## src/include/zclk_settings.svh

```systemverilog
/*
  Z80 clock settings
  preload values of the wait counter and the CPU speed after reset
*/
`ifndef ZCLK_SETTINGS_SVH
`define ZCLK_SETTINGS_SVH

// wait counter runs from the preload up to 8
// bit 3 set means the stall is over

// dos entry or vdos exit
// 4 counting cycles after the trigger, one 7 MHz tact
`define ZCLK_DOS_STALL_LOAD 4'd4

// external port access at 14 MHz
// 8 counting cycles after the trigger, one 3.5 MHz tact
`define ZCLK_IO_STALL_LOAD 4'd0

// speed code after reset
// 0 is 3.5 MHz, 1 is 7 MHz, 2 or 3 is 14 MHz
`define ZCLK_TURBO_RESET 2'd0

// counter value with the stall finished
// loaded by reset so that no stall is pending
`define ZCLK_STALL_DONE 4'd8

`endif
```

## src/rtl/zclk_pkg.sv

```systemverilog
/*
  Z80 clock package
  shared vector types and the refresh detector states
*/
package zclk_pkg;

  // cpu speed code
  // 2'b00 3.5 MHz
  // 2'b01 7 MHz
  // 2'b1x 14 MHz
  typedef logic [1:0] turbo_t;

  // wait counter
  // bit 3 high once the count is finished
  typedef logic [3:0] stall_cnt_t;

  // index of the 28 MHz cycle inside one 7 MHz period
  typedef logic [1:0] phase_t;

  // refresh end detection
  // idle until rfsh_n goes low, in_rfsh until it returns high
  typedef enum logic
  {
    idle,
    in_rfsh
  } rfsh_state_t;

endpackage

```

## src/rtl/z80_clk_top.sv

```systemverilog
/*
  Z80 clocking subsystem
  phase strobes, speed switch at refresh end, wait states
  and the Z80 clock with its zpos and zneg strobes
*/
module z80_clk_top
(
  input  logic             clk,
  input  logic             rst_n,
  input  logic             rfsh_n,
  input  logic             iorq_s,
  input  logic             external_port,
  input  logic             cpu_stall,
  input  logic             ide_stall,
  input  logic             dos_on,
  input  logic             vdos_off,
  input  zclk_pkg::turbo_t turbo_req,
  output logic             zclk_out,
  output logic             zpos,
  output logic             zneg,
  output logic             c0,
  output logic             c1,
  output logic             c2,
  output logic             c3,
  output zclk_pkg::turbo_t turbo
);

  // merged stall level from the wait generator
  logic stall;

  clk_phase_gen u_phase
  (
    .clk   (clk),
    .rst_n (rst_n),
    .c0    (c0),
    .c1    (c1),
    .c2    (c2),
    .c3    (c3)
  );

  // active speed, shared by the wait and clock blocks
  turbo_switch u_turbo
  (
    .clk       (clk),
    .rst_n     (rst_n),
    .rfsh_n    (rfsh_n),
    .turbo_req (turbo_req),
    .turbo     (turbo)
  );

  wait_gen u_wait
  (
    .clk           (clk),
    .rst_n         (rst_n),
    .cpu_stall     (cpu_stall),
    .ide_stall     (ide_stall),
    .dos_on        (dos_on),
    .vdos_off      (vdos_off),
    .iorq_s        (iorq_s),
    .external_port (external_port),
    .turbo         (turbo),
    .stall         (stall)
  );

  zclock u_zclock
  (
    .clk      (clk),
    .rst_n    (rst_n),
    .c0       (c0),
    .c2       (c2),
    .stall    (stall),
    .turbo    (turbo),
    .zclk_out (zclk_out),
    .zpos     (zpos),
    .zneg     (zneg)
  );

endmodule

```

## src/rtl/zclock.sv

```systemverilog
/*
  Z80 clock generator
  picks the pre-strobes of the active speed, qualifies them with
  stall and the clock level, registers zpos and zneg and builds
  zclk_out from them on the falling edge of clk
*/
module zclock
(
  input  logic             clk,
  input  logic             rst_n,
  input  logic             c0,
  input  logic             c2,
  input  logic             stall,
  input  zclk_pkg::turbo_t turbo,
  output logic             zclk_out,
  output logic             zpos,
  output logic             zneg
);

  // 14 MHz source, frozen during a stall
  logic clk14_src;
  // halves the c2 rate for 3.5 MHz
  logic c2_cnt;

  logic pre_zpos_140;
  logic pre_zneg_140;
  logic pre_zpos_70;
  logic pre_zneg_70;
  logic pre_zpos_35;
  logic pre_zneg_35;
  logic pre_zpos;
  logic pre_zneg;

  always_ff @(posedge clk or negedge rst_n)
  begin
    if (!rst_n)
      clk14_src <= 1'b0;
    else if (!stall)
      clk14_src <= ~clk14_src;
  end

  always_ff @(posedge clk or negedge rst_n)
  begin
    if (!rst_n)
      c2_cnt <= 1'b0;
    else if (c2)
      c2_cnt <= ~c2_cnt;
  end

  // 14 MHz, every other cycle
  assign pre_zpos_140 = clk14_src;
  assign pre_zneg_140 = ~clk14_src;

  // 7 MHz, rise on c2 and fall on c0
  assign pre_zpos_70 = c2;
  assign pre_zneg_70 = c0;

  // 3.5 MHz, c2 takes turns as rise and fall
  assign pre_zpos_35 = c2_cnt && c2;
  assign pre_zneg_35 = !c2_cnt && c2;

  // speed select, bit 1 first so 2 and 3 both give 14 MHz
  assign pre_zpos = turbo[1] ? pre_zpos_140 : (turbo[0] ? pre_zpos_70 : pre_zpos_35);
  assign pre_zneg = turbo[1] ? pre_zneg_140 : (turbo[0] ? pre_zneg_70 : pre_zneg_35);

  // rising strobe only while the clock is high, falling only while low
  // keeps them alternating whatever the phase after a speed change
  always_ff @(posedge clk or negedge rst_n)
  begin
    if (!rst_n)
    begin
      zpos <= 1'b0;
      zneg <= 1'b0;
    end
    else
    begin
      zpos <= !stall && pre_zpos && zclk_out;
      zneg <= !stall && pre_zneg && !zclk_out;
    end
  end

  // output is inverted outside the chip
  // so zpos pulls it low and zneg pulls it high
  // half a cycle early on purpose, gives the pad some lead
  always_ff @(negedge clk or negedge rst_n)
  begin
    if (!rst_n)
      zclk_out <= 1'b0;
    else if (zpos)
      zclk_out <= 1'b0;
    else if (zneg)
      zclk_out <= 1'b1;
  end

endmodule

```

## src/rtl/wait_gen.sv

```systemverilog
/*
  Wait state generator
  counts short fixed stalls on dos entry or exit and on external
  port access at 14 MHz, and merges them with the held stall levels
*/
`include "zclk_settings.svh"

module wait_gen
(
  input  logic             clk,
  input  logic             rst_n,
  input  logic             cpu_stall,
  input  logic             ide_stall,
  input  logic             dos_on,
  input  logic             vdos_off,
  input  logic             iorq_s,
  input  logic             external_port,
  input  zclk_pkg::turbo_t turbo,
  output logic             stall
);

  import zclk_pkg::*;

  stall_cnt_t stall_cnt;

  logic dos_stall;
  logic io_stall;
  logic stall_start;
  logic cnt_done;

  // dos paging change, either direction
  assign dos_stall = dos_on || vdos_off;

  // external io only needs the fallback at 14 MHz
  // 7 and 3.5 MHz are slow enough for the bus
  assign io_stall = iorq_s && external_port && turbo[1];

  assign stall_start = dos_stall || io_stall;

  // bit 3 marks the end of the count
  assign cnt_done = stall_cnt[3];

  always_ff @(posedge clk or negedge rst_n)
  begin
    if (!rst_n)
      stall_cnt <= `ZCLK_STALL_DONE;
    else if (stall_start)
    begin
      // dos load wins on a tie
      if (dos_stall)
        stall_cnt <= `ZCLK_DOS_STALL_LOAD;
      else
        stall_cnt <= `ZCLK_IO_STALL_LOAD;
    end
    else if (!cnt_done)
      stall_cnt <= stall_cnt + 4'd1;
  end

  // trigger stalls in its own cycle
  // then for as long as the counter runs
  assign stall = cpu_stall || ide_stall || stall_start || !cnt_done;

endmodule

```

## src/rtl/turbo_switch.sv

```systemverilog
/*
  CPU speed switch
  holds the active Z80 speed and takes the requested one
  only when a refresh cycle ends, so no bus cycle sees a change
*/
`include "zclk_settings.svh"

module turbo_switch
(
  input  logic             clk,
  input  logic             rst_n,
  input  logic             rfsh_n,
  input  zclk_pkg::turbo_t turbo_req,
  output zclk_pkg::turbo_t turbo
);

  import zclk_pkg::*;

  rfsh_state_t state;
  rfsh_state_t state_next;

  // high in the cycle rfsh_n is back high after a low stretch
  logic rfsh_end;

  always_comb
  begin
    state_next = state;
    rfsh_end   = 1'b0;
    case (state)
      idle:
      begin
        // refresh starts
        if (!rfsh_n)
          state_next = in_rfsh;
      end
      in_rfsh:
      begin
        if (rfsh_n)
        begin
          state_next = idle;
          rfsh_end   = 1'b1;
        end
      end
      default:
        state_next = idle;
    endcase
  end

  always_ff @(posedge clk or negedge rst_n)
  begin
    if (!rst_n)
    begin
      state <= idle;
      turbo <= `ZCLK_TURBO_RESET;
    end
    else
    begin
      state <= state_next;
      // new speed visible one cycle after the rising rfsh_n
      if (rfsh_end)
        turbo <= turbo_req;
    end
  end

endmodule

```

## src/rtl/clk_phase_gen.sv

```systemverilog
/*
  Phase strobe generator
  splits the 7 MHz period into four 28 MHz cycles
  and drives one registered one-hot strobe per cycle, c0 first
*/
module clk_phase_gen
(
  input  logic clk,
  input  logic rst_n,
  output logic c0,
  output logic c1,
  output logic c2,
  output logic c3
);

  import zclk_pkg::*;

  // index of the phase that the strobes show next
  phase_t phase;

  // strobes decoded from phase one cycle ahead
  // so every strobe comes straight from a flop
  always_ff @(posedge clk or negedge rst_n)
  begin
    if (!rst_n)
    begin
      // c0 is up in the first cycle, c1 follows
      phase <= 2'd1;
      c0    <= 1'b1;
      c1    <= 1'b0;
      c2    <= 1'b0;
      c3    <= 1'b0;
    end
    else
    begin
      phase <= phase + 2'd1;
      c0    <= (phase == 2'd0);
      c1    <= (phase == 2'd1);
      c2    <= (phase == 2'd2);
      c3    <= (phase == 2'd3);
    end
  end

endmodule

```

## config.mk

```make
export PLATFORM = sky130hd
export DESIGN_NAME = z80_clk_top
export DESIGN_NICKNAME = d
export VERILOG_FILES = /design/src/rtl/zclk_pkg.sv /design/src/rtl/z80_clk_top.sv /design/src/rtl/zclock.sv /design/src/rtl/wait_gen.sv /design/src/rtl/turbo_switch.sv /design/src/rtl/clk_phase_gen.sv
export VERILOG_INCLUDE_DIRS = /design/src /design/src/include
export SDC_FILE = /design/constraint.sdc
export NUM_CORES = 1
export LEC_CHECK = 0
export ABC_AREA = 1
export BUFFER_PORTS_ARGS = -buffer_cell sky130_fd_sc_hd__buf_2
export CORE_UTILIZATION = 57
export CTS_BUF_LIST = sky130_fd_sc_hd__clkbuf_8
export DETAILED_ROUTE_END_ITERATION = 7
export PLACE_DENSITY = 0.85
export SKIP_LAST_GASP = 1
export SLEW_MARGIN = 40
export SYNTH_ARGS = -nofsm -noshare
export SYNTH_HDL_FRONTEND = slang
export SYNTH_HIERARCHICAL = 1
export SYNTH_SLANG_ARGS = --single-unit
```

## constraint.sdc

```tcl
create_clock -name clk -period 3.3 [get_ports clk]
set_input_delay 0.33 -clock clk [delete_from_list [all_inputs] [get_ports clk]]
set_output_delay 0.33 -clock clk [all_outputs]
set_load 0.005 [all_outputs]
```

==> results by group, run 1 <==
Drt
  – Detail Route Antenna Nets: 0
  – Via count: 544
  – WL final: 1.374 mm
  – DRC: 0
  – Routed wire per std cell: 12.72 microns
  – 1st-iter DRT viols: 6
  – Pre-antenna DRT Iters: 4
  – DR vias/cell: 5.037

Yosys
  – Post-synth cell types: 18
  – Ys async rst share: 1.000
  – Synthesized cell area: 760.7 sq um
  – Yosys top cell area share: 0.4605
  – Syn_nets: 87
  – Syn. warnings: 6
  – Area contributors post-synth: dfrtp_1 (46%), dfstp_2 (10%), ha_1 (8.2%), inv_1 (4.9%), nand2_1 (4.9%)
  – Synth Register Bits: 18
  – Synth Flop Type: dfrtp_1
  – Mapped Avg Cell Area: 10.71 sq um
  – Post-synth EDFFs: 0
  – Synth Instances: 71
  – Post-synthesis sequential area ratio: 0.5970
  – Yosys top cell by area: dfrtp_1

Clock network
  – Clock Latency Late Sink: 260 ps
  – CTS tree: yes
  – Clock root buffer: clkbuf_8
  – Clock buffer depth: 2
  – Post CTS Setup Buffer Count: 0
  – CTS Sinks: 18
  – Num CTS Buffers: 3
  – CTS clk-pin slew, worst paths: 60 ps
  – Cells resized by post-CTS repair: 0
  – Max H-tree Level: 1
  – CTS Hold Buffers Added: 0

STA
  – Pins Over Slew Limit: 0
  – Unrepaired setup endpoints after global routing: no
  – TNS Setup: 0 ps
  – Hold_ws: -2.769 ps
  – Slew margin rel.: 0.7386
  – Clock skew: 14.05 ps
  – Slew @ Worst Pin: 392.1 ps
  – Final Hold Viols: 14
  – Fin worst setup slack: 470.4 ps
  – # setup viols final: 0

Global route
  – Gr ovfl total: 0
  – GRT Resource Usage Total: 0.2428
  – Initial antenna violation count: 0
  – First-pass GRT wire length: 2.311 mm
  – Largest net degree at the start of global routing: 19
  – Vias in the first global route: 564

Worst setup path
  – CP max FO: 4
  – Setup CP Type: flip-flop to output port
  – Worst path top cell family by delay: flip-flops
  – Slowest-stage cell, CP: dfrtn_1
  – CP endpoint kind: output port
  – CP required: 2970 ps
  – Arrival time of the worst setup path: 2500 ps
  – Worst Path Buf+Inv: 1
  – Startpoint types: flip-flop
  – Crit-path cells: buf_2
  – Largest stage delay, worst path: 450 ps

Floorplan
  – Die Ht: 38.53 microns
  – Core Box Area: 1171 sq um
  – Initial cell density of the core: 0.6496
  – FP Rows: 12
  – I/O pin total: 20
  – DIE AREA: 1485 sq um
  – Die Width: 38.53 microns

Job
  – Max Cap Viol: 0

Placed design
  – DP Wirelength: 953.1 microns
  – Placer Congestion: 0.7035
  – Placed Cells: 104
  – PortBufs: 19
  – Setup slack at placement: 744.2 ps

Final layout
  – Final Net Count: 111
  – Share of layout cells above drive strength 1: 0.3298
  – Area delta synth->final: 22.04%
  – # diodes: 0
  – Non-Filler Instances: 108

Pwr
  – VDD IR max: 309.9 uV
  – Static leakage: 0.5121 nW
  – P per Cell Area: 476.8 nW/um^2
  – Power consumption: 0.0004427 W

Outcome
  – Failing checks: hold timing
  – Outcome: finished, violations left

Worst hold path
  – Worst hold path type: input pin to asynchronous set/reset pin
[cell usage after synthesis (2+ instances only)]
cell type / n
inv_1: 10
nor2_1: 4
a21oi_1: 5
ha_1: 5
nand3_1: 6
xor2_1: 2
nand2_1: 10
dfstp_2: 3
nand4_1: 2
or2_0: 2
dfrtp_1: 14
nand2_2: 2
[where the power goes]
group	internal, W	switching, W
clock network	0.000106	0.0000700
registers	0.000227	0.00000796
logic	0.0000135	0.0000187
[area by class of cell]
| class | count | area (sq um) |
|---|---|---|
| multi-input combinational | 43 | 269.0 |
| timing repair buffer | 19 | 95.09 |
| fill | 72 | 242.7 |
| clock buffer | 4 | 55.05 |
| sequential | 18 | 454.2 |
| tap | 14 | 17.52 |
| inverter | 10 | 37.54 |
[path summary, 6_finish.rpt]
path / startpoint / end / slack [ps] / cells after the start
worst max-delay path: u_zclock/zclk_out / zclk_out / 470 / 1
worst min-delay path: rst_n / u_wait/stall_cnt[2] / -3 / 1
worst max register to register: u_zclock/zclk_out / u_zclock/zneg / 870 / 2
worst min register to register: u_zclock/c2_cnt / u_zclock/c2_cnt / 490 / 1
max in group asynchronous: rst_n / u_zclock/zclk_out / 1470 / 1
min in group clk: rfsh_n / u_turbo/state / 280 / 2
[metal layers]
metal | GRT usage | wire length (microns)
met4 | 0.1293 | 28
met2 | 0.4167 | 731
met1 | 0.2784 | 551
met5 | 0 | 0
met3 | 0.05233 | 63
[logic make-up (layout without fill, tap and decap cells)]
kind of cell | after synthesis | in the layout | synth area share
and+or+nand+nor | 28 | 28 | 0.1858
xor gates and xnor gates | 3 | 3 | 0.03455
AOI/OAI and AO/OA | 7 | 7 | 0.05098
adders and majority gates | 5 | 5 | 0.08224
buffers and inverters | 10 | 33 | 0.04935
DFF | 18 | 18 | 0.5970
[sequential cells by signal, summed over array words and instances, names as in the netlist]
name / count
u_phase/c0: 1
u_phase/c1: 1
u_phase/c2: 1
u_phase/c3: 1
u_phase/phase: 2
u_turbo/state: 1
u_turbo/turbo: 2
u_wait/stall_cnt: 4
u_zclock/c2_cnt: 1
u_zclock/clk14_src: 1
u_zclock/zclk_out: 1
u_zclock/zneg: 1
u_zclock/zpos: 1
[layout by cell type, fill, tap and decap left out]
master / netlist / routed
ha_1: 5 / 5
nor2_1: 4 / 4
o21ai_0: 1 / 1
a21oi_2: 1 / 1
buf_2: 0 / 19
nand3_1: 6 / 6
nand2_1: 10 / 10
dfstp_2: 3 / 3
nand4_1: 2 / 2
a21oi_1: 5 / 5
xor2_1: 2 / 2
inv_1: 10 / 10
nor2_4: 1 / 1
clkbuf_8: 0 / 4
xnor2_1: 1 / 1
nand2_2: 2 / 2
or2_0: 2 / 2
nand3_2: 1 / 1
dfrtp_1: 14 / 14
dfrtn_1: 1 / 1
[per-stage QoR]
stage,hold slack [ps],util,area (sq um)
2_1_floorplan,34.41,-,760.7
3_3_place_gp,269.1,0.7457,873.3
3_5_place_dp,274.9,0.7457,873.3
4_1_cts,8.212,0.7927,928.4
5_1_grt,16.82,0.7927,928.4
6_report,-2.769,0.7927,928.4
Note: power is estimated with default switching activity, not from simulation.
==> inputs of run 2 (changes only) <==
--- a/config.mk
+++ b/config.mk
@@ -8,10 +8,10 @@
 export LEC_CHECK = 0
 export ABC_AREA = 1
 export BUFFER_PORTS_ARGS = -buffer_cell sky130_fd_sc_hd__buf_2
-export CORE_UTILIZATION = 57
+export CORE_UTILIZATION = 52
 export CTS_BUF_LIST = sky130_fd_sc_hd__clkbuf_8
 export DETAILED_ROUTE_END_ITERATION = 7
-export PLACE_DENSITY = 0.85
+export PLACE_DENSITY = 0.79
 export SKIP_LAST_GASP = 1
 export SLEW_MARGIN = 40
 export SYNTH_ARGS = -nofsm -noshare
==> constraint.sdc (replaced) <==
create_clock -name clk -period 2.79 [get_ports clk]
set_input_delay 0.279 -clock clk [delete_from_list [all_inputs] [get_ports clk]]
set_output_delay 0.279 -clock clk [all_outputs]
set_load 0.005 [all_outputs]
==> run 2 against run 1 <==
The flow now finishes without violations. Non-clock buffer count grew 1. Global-route usage shrank 3.9 points. Clock-buffer cell count shrank 1. First-iteration DRC count grew 50%. Via count shrank 1.1%. Register-to-register slack lost 240 ps. Highest routed layer unchanged.
==> results by group, run 2 (synthesis results as in run 1) <==
Outcome
  – Outcome: finished clean

Job
  – Max Cap Viol: 0 (unchanged)

Pwr
  – Power consumption: 0.0004926 W (+11%)
  – P per Cell Area: 529.8 nW/um^2 (+11%)
  – VDD IR max: 389.5 uV (+26%)
  – Static leakage: 0.5144 nW (+0.45%)

Clock network
  – Max H-tree Level: 1 (unchanged)
  – CTS Sinks: 18 (unchanged)
  – Num CTS Buffers: 3 (unchanged)
  – Clock root buffer: clkbuf_8
  – Clock Latency Late Sink: 260 ps (about the same)
  – CTS tree: yes
  – Cells resized by post-CTS repair: 0 (unchanged)
  – CTS Hold Buffers Added: 1 (+1)
  – Post CTS Setup Buffer Count: 0 (unchanged)
  – Clock buffer depth: 2 (unchanged)
  – CTS clk-pin slew, worst paths: 60 ps (about the same)

Worst setup path
  – CP max FO: 4 (unchanged)
  – Worst setup startpoint: u_zclock/zclk_out
  – Setup slack, reg-to-reg: 630 ps (-240 ps)
  – Critical Path Stages: 1 (unchanged)
  – Reg2reg end: u_zclock/zneg
  – Worst path top cell family by delay: flip-flops
  – Worst Path Buf+Inv: 1 (unchanged)
  – Largest stage delay, worst path: 440 ps (about the same)
  – Slowest-stage cell, CP: dfrtn_1
  – CP endpoint kind: output port
  – Worst Setup EP: zclk_out
  – Arrival time of the worst setup path: 2220 ps (-280 ps)
  – Setup CP Type: flip-flop to output port
  – Crit-path cells: buf_2
  – Startpoint types: flip-flop
  – Reg2reg path depth: 2 (unchanged)
  – Worst flop-to-flop path startpoint: u_zclock/zclk_out
  – CP required: 2510 ps (-460 ps)

Placed design
  – Setup slack at placement: 565.4 ps (-178.8 ps)
  – DP Wirelength: 908.8 microns (-4.6%)
  – PortBufs: 19 (unchanged)
  – Placer Congestion: 0.7075 (+0.57%)

Global route
  – Initial antenna violation count: 0 (unchanged)
  – GRT Resource Usage Total: 0.2038 (-0.03907)
  – Grt met1 use: 0.2274 (-0.05099)
  – Busiest grt layer: met2
  – Vias in the first global route: 500 (-11%)
  – GR Util met2: 0.3347 (-0.08199)
  – First-pass GRT wire length: 2.035 mm (-12%)
  – Largest net degree at the start of global routing: 19 (unchanged)
  – Gr ovfl total: 0 (unchanged)
  – Met3 Use GR: 0.05000 (-0.002326)

Final layout
  – Max FFs per register: 4 (unchanged)
  – # diodes: 0 (unchanged)
  – Area delta synth->final: 22.20%
  – Share of layout cells above drive strength 1: 0.3158 (-0.01400)
  – Final Net Count: 112 (+0.90%)
  – Top flop regs: u_wait/stall_cnt: 4 flops, u_phase/phase: 2 flops, u_turbo/turbo: 2 flops
  – Number of fill cells: 102 (+42%)
  – Final cell utilization of the core: 0.6970 (-0.09574)
  – Most frequent cells in the layout: buf_2 (19), dfrtp_1 (14), inv_1 (11), nand2_1 (10), nand3_1 (6)
  – Reg with most FFs: u_wait/stall_cnt
  – Commonest non-fill, non-tap cell in the layout: buf_2

STA
  – TNS Setup: 0 ps (unchanged)
  – Fin worst setup slack: 286.4 ps (-184.0 ps)
  – Slew @ Worst Pin: 395.4 ps (+3.314 ps)
  – Pins Over Slew Limit: 0 (unchanged)
  – # setup viols final: 0 (unchanged)
  – Unrepaired setup endpoints after global routing: no
  – Slew margin rel.: 0.7364 (-0.002209)
  – Clock skew: 16.73 ps (+2.678 ps)
  – Final Hold Viols: 0 (-14)

Drt
  – Pre-antenna DRT Iters: 4 (unchanged)
  – Detail Route Antenna Nets: 0 (unchanged)
  – Via count: 538 (-1.1%)
  – WL final: 1.237 mm (-10%)
  – DRC: 0 (unchanged)
  – 1st-iter DRT viols: 9 (+3)
  – DR vias/cell: 4.891 (-2.9%)
  – Routed wire per std cell: 11.25 microns (-12%)

Floorplan
  – FP Rows: 13 (+1)
  – Die Ht: 40.25 microns (+4.5%)
  – Die Width: 40.25 microns (+4.5%)
  – DIE AREA: 1620 sq um (+9.1%)
  – Initial cell density of the core: 0.5704 (-0.07922)
  – Core Box Area: 1334 sq um (+14%)
  – I/O pin total: 20 (unchanged)

Worst hold path
  – Worst hold path type: input pin to flip-flop
[run 2: cell types whose count changed in the layout (fill, tap and decap cells not counted), sizes merged]
cell and delta:
clkbuf -1, inv +1, dlygate4sd3 +1
[run 2: stage by stage]
step / hold WS, ps / cell area [sq um] / cells
after floorplan: -16.59 / 760.7 / 71
after global placement: 219.9 / 874.6 / 105
after detailed placement: 224.9 / 874.6 / 105
after CTS: 224.0 / 929.6 / 110
after global routing: 248.1 / 929.6 / 110
final: 234.4 / 929.6 / 110
[run 2: power by group]
group	total (W)	internal (W)	switching, W	leakage [nW]
clock network	0.000177	0.0000976	0.0000796	0.0269
logic	0.0000384	0.0000169	0.0000214	0.258
registers	0.000277	0.000268	0.00000877	0.230
total	0.000493	0.000383	0.000110	0.514
[run 2: how the worst min path moves through the flow]
stage               slack [ps]  cells after the start                  end   start
floorplan                  -20                      0           u_phase/c1   rst_n
global placement           220                      1  u_wait/stall_cnt[2]   rst_n
detailed placement         220                      1  u_wait/stall_cnt[2]   rst_n
CTS                        220                      2        u_turbo/state  rfsh_n
global route               250                      2        u_turbo/state  rfsh_n
finish                     230                      2        u_turbo/state  rfsh_n
[run 2: metal layers]
metal,routed length [microns],part of all wire
met1,563,0.46
met2,578,0.47
met3,57,0.046
met4,37,0.030
met5,0,0
[run 2: final cells by class]
| type | count | area [sq um] | share of cell area |
|---|---|---|---|
| Sequential cell | 18 | 454.2 | 0.4886 |
| Timing Repair Buffer | 20 | 105.1 | 0.1131 |
| Clock inverter | 1 | 3.754 | 0.004038 |
| Multi-Input combinational cell | 43 | 269.0 | 0.2894 |
| Inverter | 10 | 37.54 | 0.04038 |
| Tap cell | 15 | 18.77 | 0.02019 |
| Clock buffer | 3 | 41.29 | 0.04441 |
==> inputs of run 3 (changes only) <==
--- a/config.mk
+++ b/config.mk
@@ -11,7 +11,7 @@
 export CORE_UTILIZATION = 52
 export CTS_BUF_LIST = sky130_fd_sc_hd__clkbuf_8
 export DETAILED_ROUTE_END_ITERATION = 7
-export PLACE_DENSITY = 0.79
+export PLACE_DENSITY_LB_ADDON = 0.05
 export SKIP_LAST_GASP = 1
 export SLEW_MARGIN = 40
 export SYNTH_ARGS = -nofsm -noshare
==> run 3 against run 2 <==
Non-clock buffer count did not move. Via count fell by 0.56%. Clock power rose by 19%. First-iteration DRC count fell by 78%. Clock-buffer cell count rose by 1. Routed wire length rose by 7.8%. Clock skew fell by 1.7 ps. Combinational power barely moved. Die area did not move.
==> results by group, run 3 (synthesis results as in run 1) <==
Global route
  – GRT Resource Usage Total: 0.1840 (-0.01981)
  – Initial antenna violation count: 0 (unchanged)
  – Gr ovfl total: 0 (unchanged)
  – First-pass GRT wire length: 1.814 mm (-11%)
  – Vias in the first global route: 472 (-5.6%)
  – Largest net degree at the start of global routing: 19 (unchanged)

Clock network
  – Clock root buffer: clkbuf_8
  – CTS tree: yes
  – Clock Latency Late Sink: 270 ps (about the same)
  – Post CTS Setup Buffer Count: 0 (unchanged)
  – Cells resized by post-CTS repair: 0 (unchanged)
  – CTS Sinks: 18 (unchanged)
  – CTS clk-pin slew, worst paths: 70 ps (about the same)
  – Clock buffer depth: 2 (unchanged)
  – CTS Hold Buffers Added: 1 (unchanged)
  – Max H-tree Level: 1 (unchanged)
  – Num CTS Buffers: 3 (unchanged)

Outcome
  – Outcome: finished clean

Worst setup path
  – CP max FO: 4 (unchanged)
  – Setup CP Type: flip-flop to output port
  – Worst flop-to-flop path startpoint: u_zclock/zclk_out
  – Slowest-stage cell, CP: dfrtn_1
  – Arrival time of the worst setup path: 2240 ps (+20 ps)
  – Setup slack, reg-to-reg: 610 ps (-20 ps)
  – Worst Path Buf+Inv: 1 (unchanged)
  – CP required: 2510 ps (about the same)
  – Largest stage delay, worst path: 450 ps (about the same)
  – CP endpoint kind: output port
  – Worst path top cell family by delay: flip-flops
  – Worst setup startpoint: u_zclock/zclk_out
  – Startpoint types: flip-flop
  – Crit-path cells: buf_2

Pwr
  – P per Cell Area: 558.5 nW/um^2 (+5.4%)
  – VDD IR max: 440.3 uV (+13%)
  – Static leakage: 0.5162 nW (+0.36%)
  – Power consumption: 0.0005248 W (+6.5%)

Placed design
  – PortBufs: 19 (unchanged)
  – Placed Cells: 105 (unchanged)
  – DP Wirelength: 939.4 microns (+3.4%)
  – Placer Congestion: 0.6364 (-10%)

Job
  – Max Cap Viol: 0 (unchanged)

Drt
  – WL final: 1.333 mm (+7.8%)
  – Detail Route Antenna Nets: 0 (unchanged)
  – Via count: 535 (-0.56%)
  – DR vias/cell: 4.864 (-0.56%)
  – 1st-iter DRT viols: 2 (-7)
  – Routed wire per std cell: 12.12 microns (+7.8%)
  – DRC: 0 (unchanged)
  – Pre-antenna DRT Iters: 4 (unchanged)

Floorplan
  – Initial cell density of the core: 0.5704 (unchanged)
  – Die Ht: 40.25 microns (unchanged)
  – I/O pin total: 20 (unchanged)
  – FP Rows: 13 (unchanged)
  – Die Width: 40.25 microns (unchanged)
  – DIE AREA: 1620 sq um (unchanged)
  – Core Box Area: 1334 sq um (unchanged)

Worst hold path
  – Worst hold path type: input pin to flip-flop
  – Hold wc startpoint: rfsh_n

STA
  – Slew @ Worst Pin: 393.5 ps (-1.886 ps)
  – # setup viols final: 0 (unchanged)
  – Clock skew: 15.01 ps (-1.715 ps)
  – Pins Over Slew Limit: 0 (unchanged)
  – Final Hold Viols: 0 (unchanged)
  – Slew margin rel.: 0.7377 (+0.001258)
  – TNS Setup: 0 ps (unchanged)
  – Unrepaired setup endpoints after global routing: no

Final layout
  – # diodes: 0 (unchanged)
  – Area delta synth->final: 23.52%
  – Final Net Count: 112 (unchanged)
  – Commonest non-fill, non-tap cell in the layout: buf_2
  – Non-Filler Instances: 110 (unchanged)
  – Share of layout cells above drive strength 1: 0.3263 (+0.01053)
  – Max FFs per register: 4 (unchanged)
  – Top flop regs: u_wait/stall_cnt: 4 flops, u_phase/phase: 2 flops, u_turbo/turbo: 2 flops
  – Number of fill cells: 118 (+16%)
  – Reg with most FFs: u_wait/stall_cnt
  – Most frequent cells in the layout: buf_2 (19), dfrtp_1 (14), inv_1 (10), nand2_1 (10), nand3_1 (6)
run 3: routing by layer:
layer / track usage / wire (microns)
met4: 0.1500 / 31
met2: 0.2944 / 636
met1: 0.2029 / 605
met3: 0.05000 / 59
met5: 0 / 0
run 3: worst paths after layout:
kind | end | cells past startpoint
min in group asynchronous | u_zclock/zneg | 2
max in group asynchronous | u_zclock/zclk_out | 2
max reg2reg | u_zclock/zneg | 2
min | u_turbo/state | 2
max | zclk_out | 1
min reg2reg | u_zclock/clk14_src | 1
run 3: where the power goes:
| group | internal [W] | switching [W] | total [W] |
|---|---|---|---|
| Clock | 0.000125 | 0.0000842 | 0.000210 |
| Sequential | 0.000268 | 0.00000904 | 0.000277 |
| Combinational | 0.0000169 | 0.0000211 | 0.0000381 |
run 3: area by class of cell:
| class | count | area, sq um | area share |
|---|---|---|---|
| sequential | 18 | 454.2 | 0.4834 |
| multi-input combinational | 43 | 269.0 | 0.2863 |
| timing repair buffer | 20 | 105.1 | 0.1119 |
| clock buffer | 4 | 55.05 | 0.05859 |
| inverter | 10 | 37.54 | 0.03995 |
| tap | 15 | 18.77 | 0.01997 |
run 3: metrics by stage:
| step | utilization | hold WS (ps) | area [sq um] | setup slack, ps |
|---|---|---|---|---|
| 5_1_grt | 0.7045 | 232.8 | 939.7 | 220.9 |
| 4_1_cts | 0.7045 | 224.2 | 939.7 | 261.8 |
| 6_report | 0.7045 | 225.3 | 939.7 | 270.0 |
| 3_3_place_gp | 0.6557 | 223.2 | 874.6 | 564.3 |
| 2_1_floorplan | - | -16.59 | 760.7 | 666.1 |
| 3_5_place_dp | 0.6557 | 228.2 | 874.6 | 552.4 |
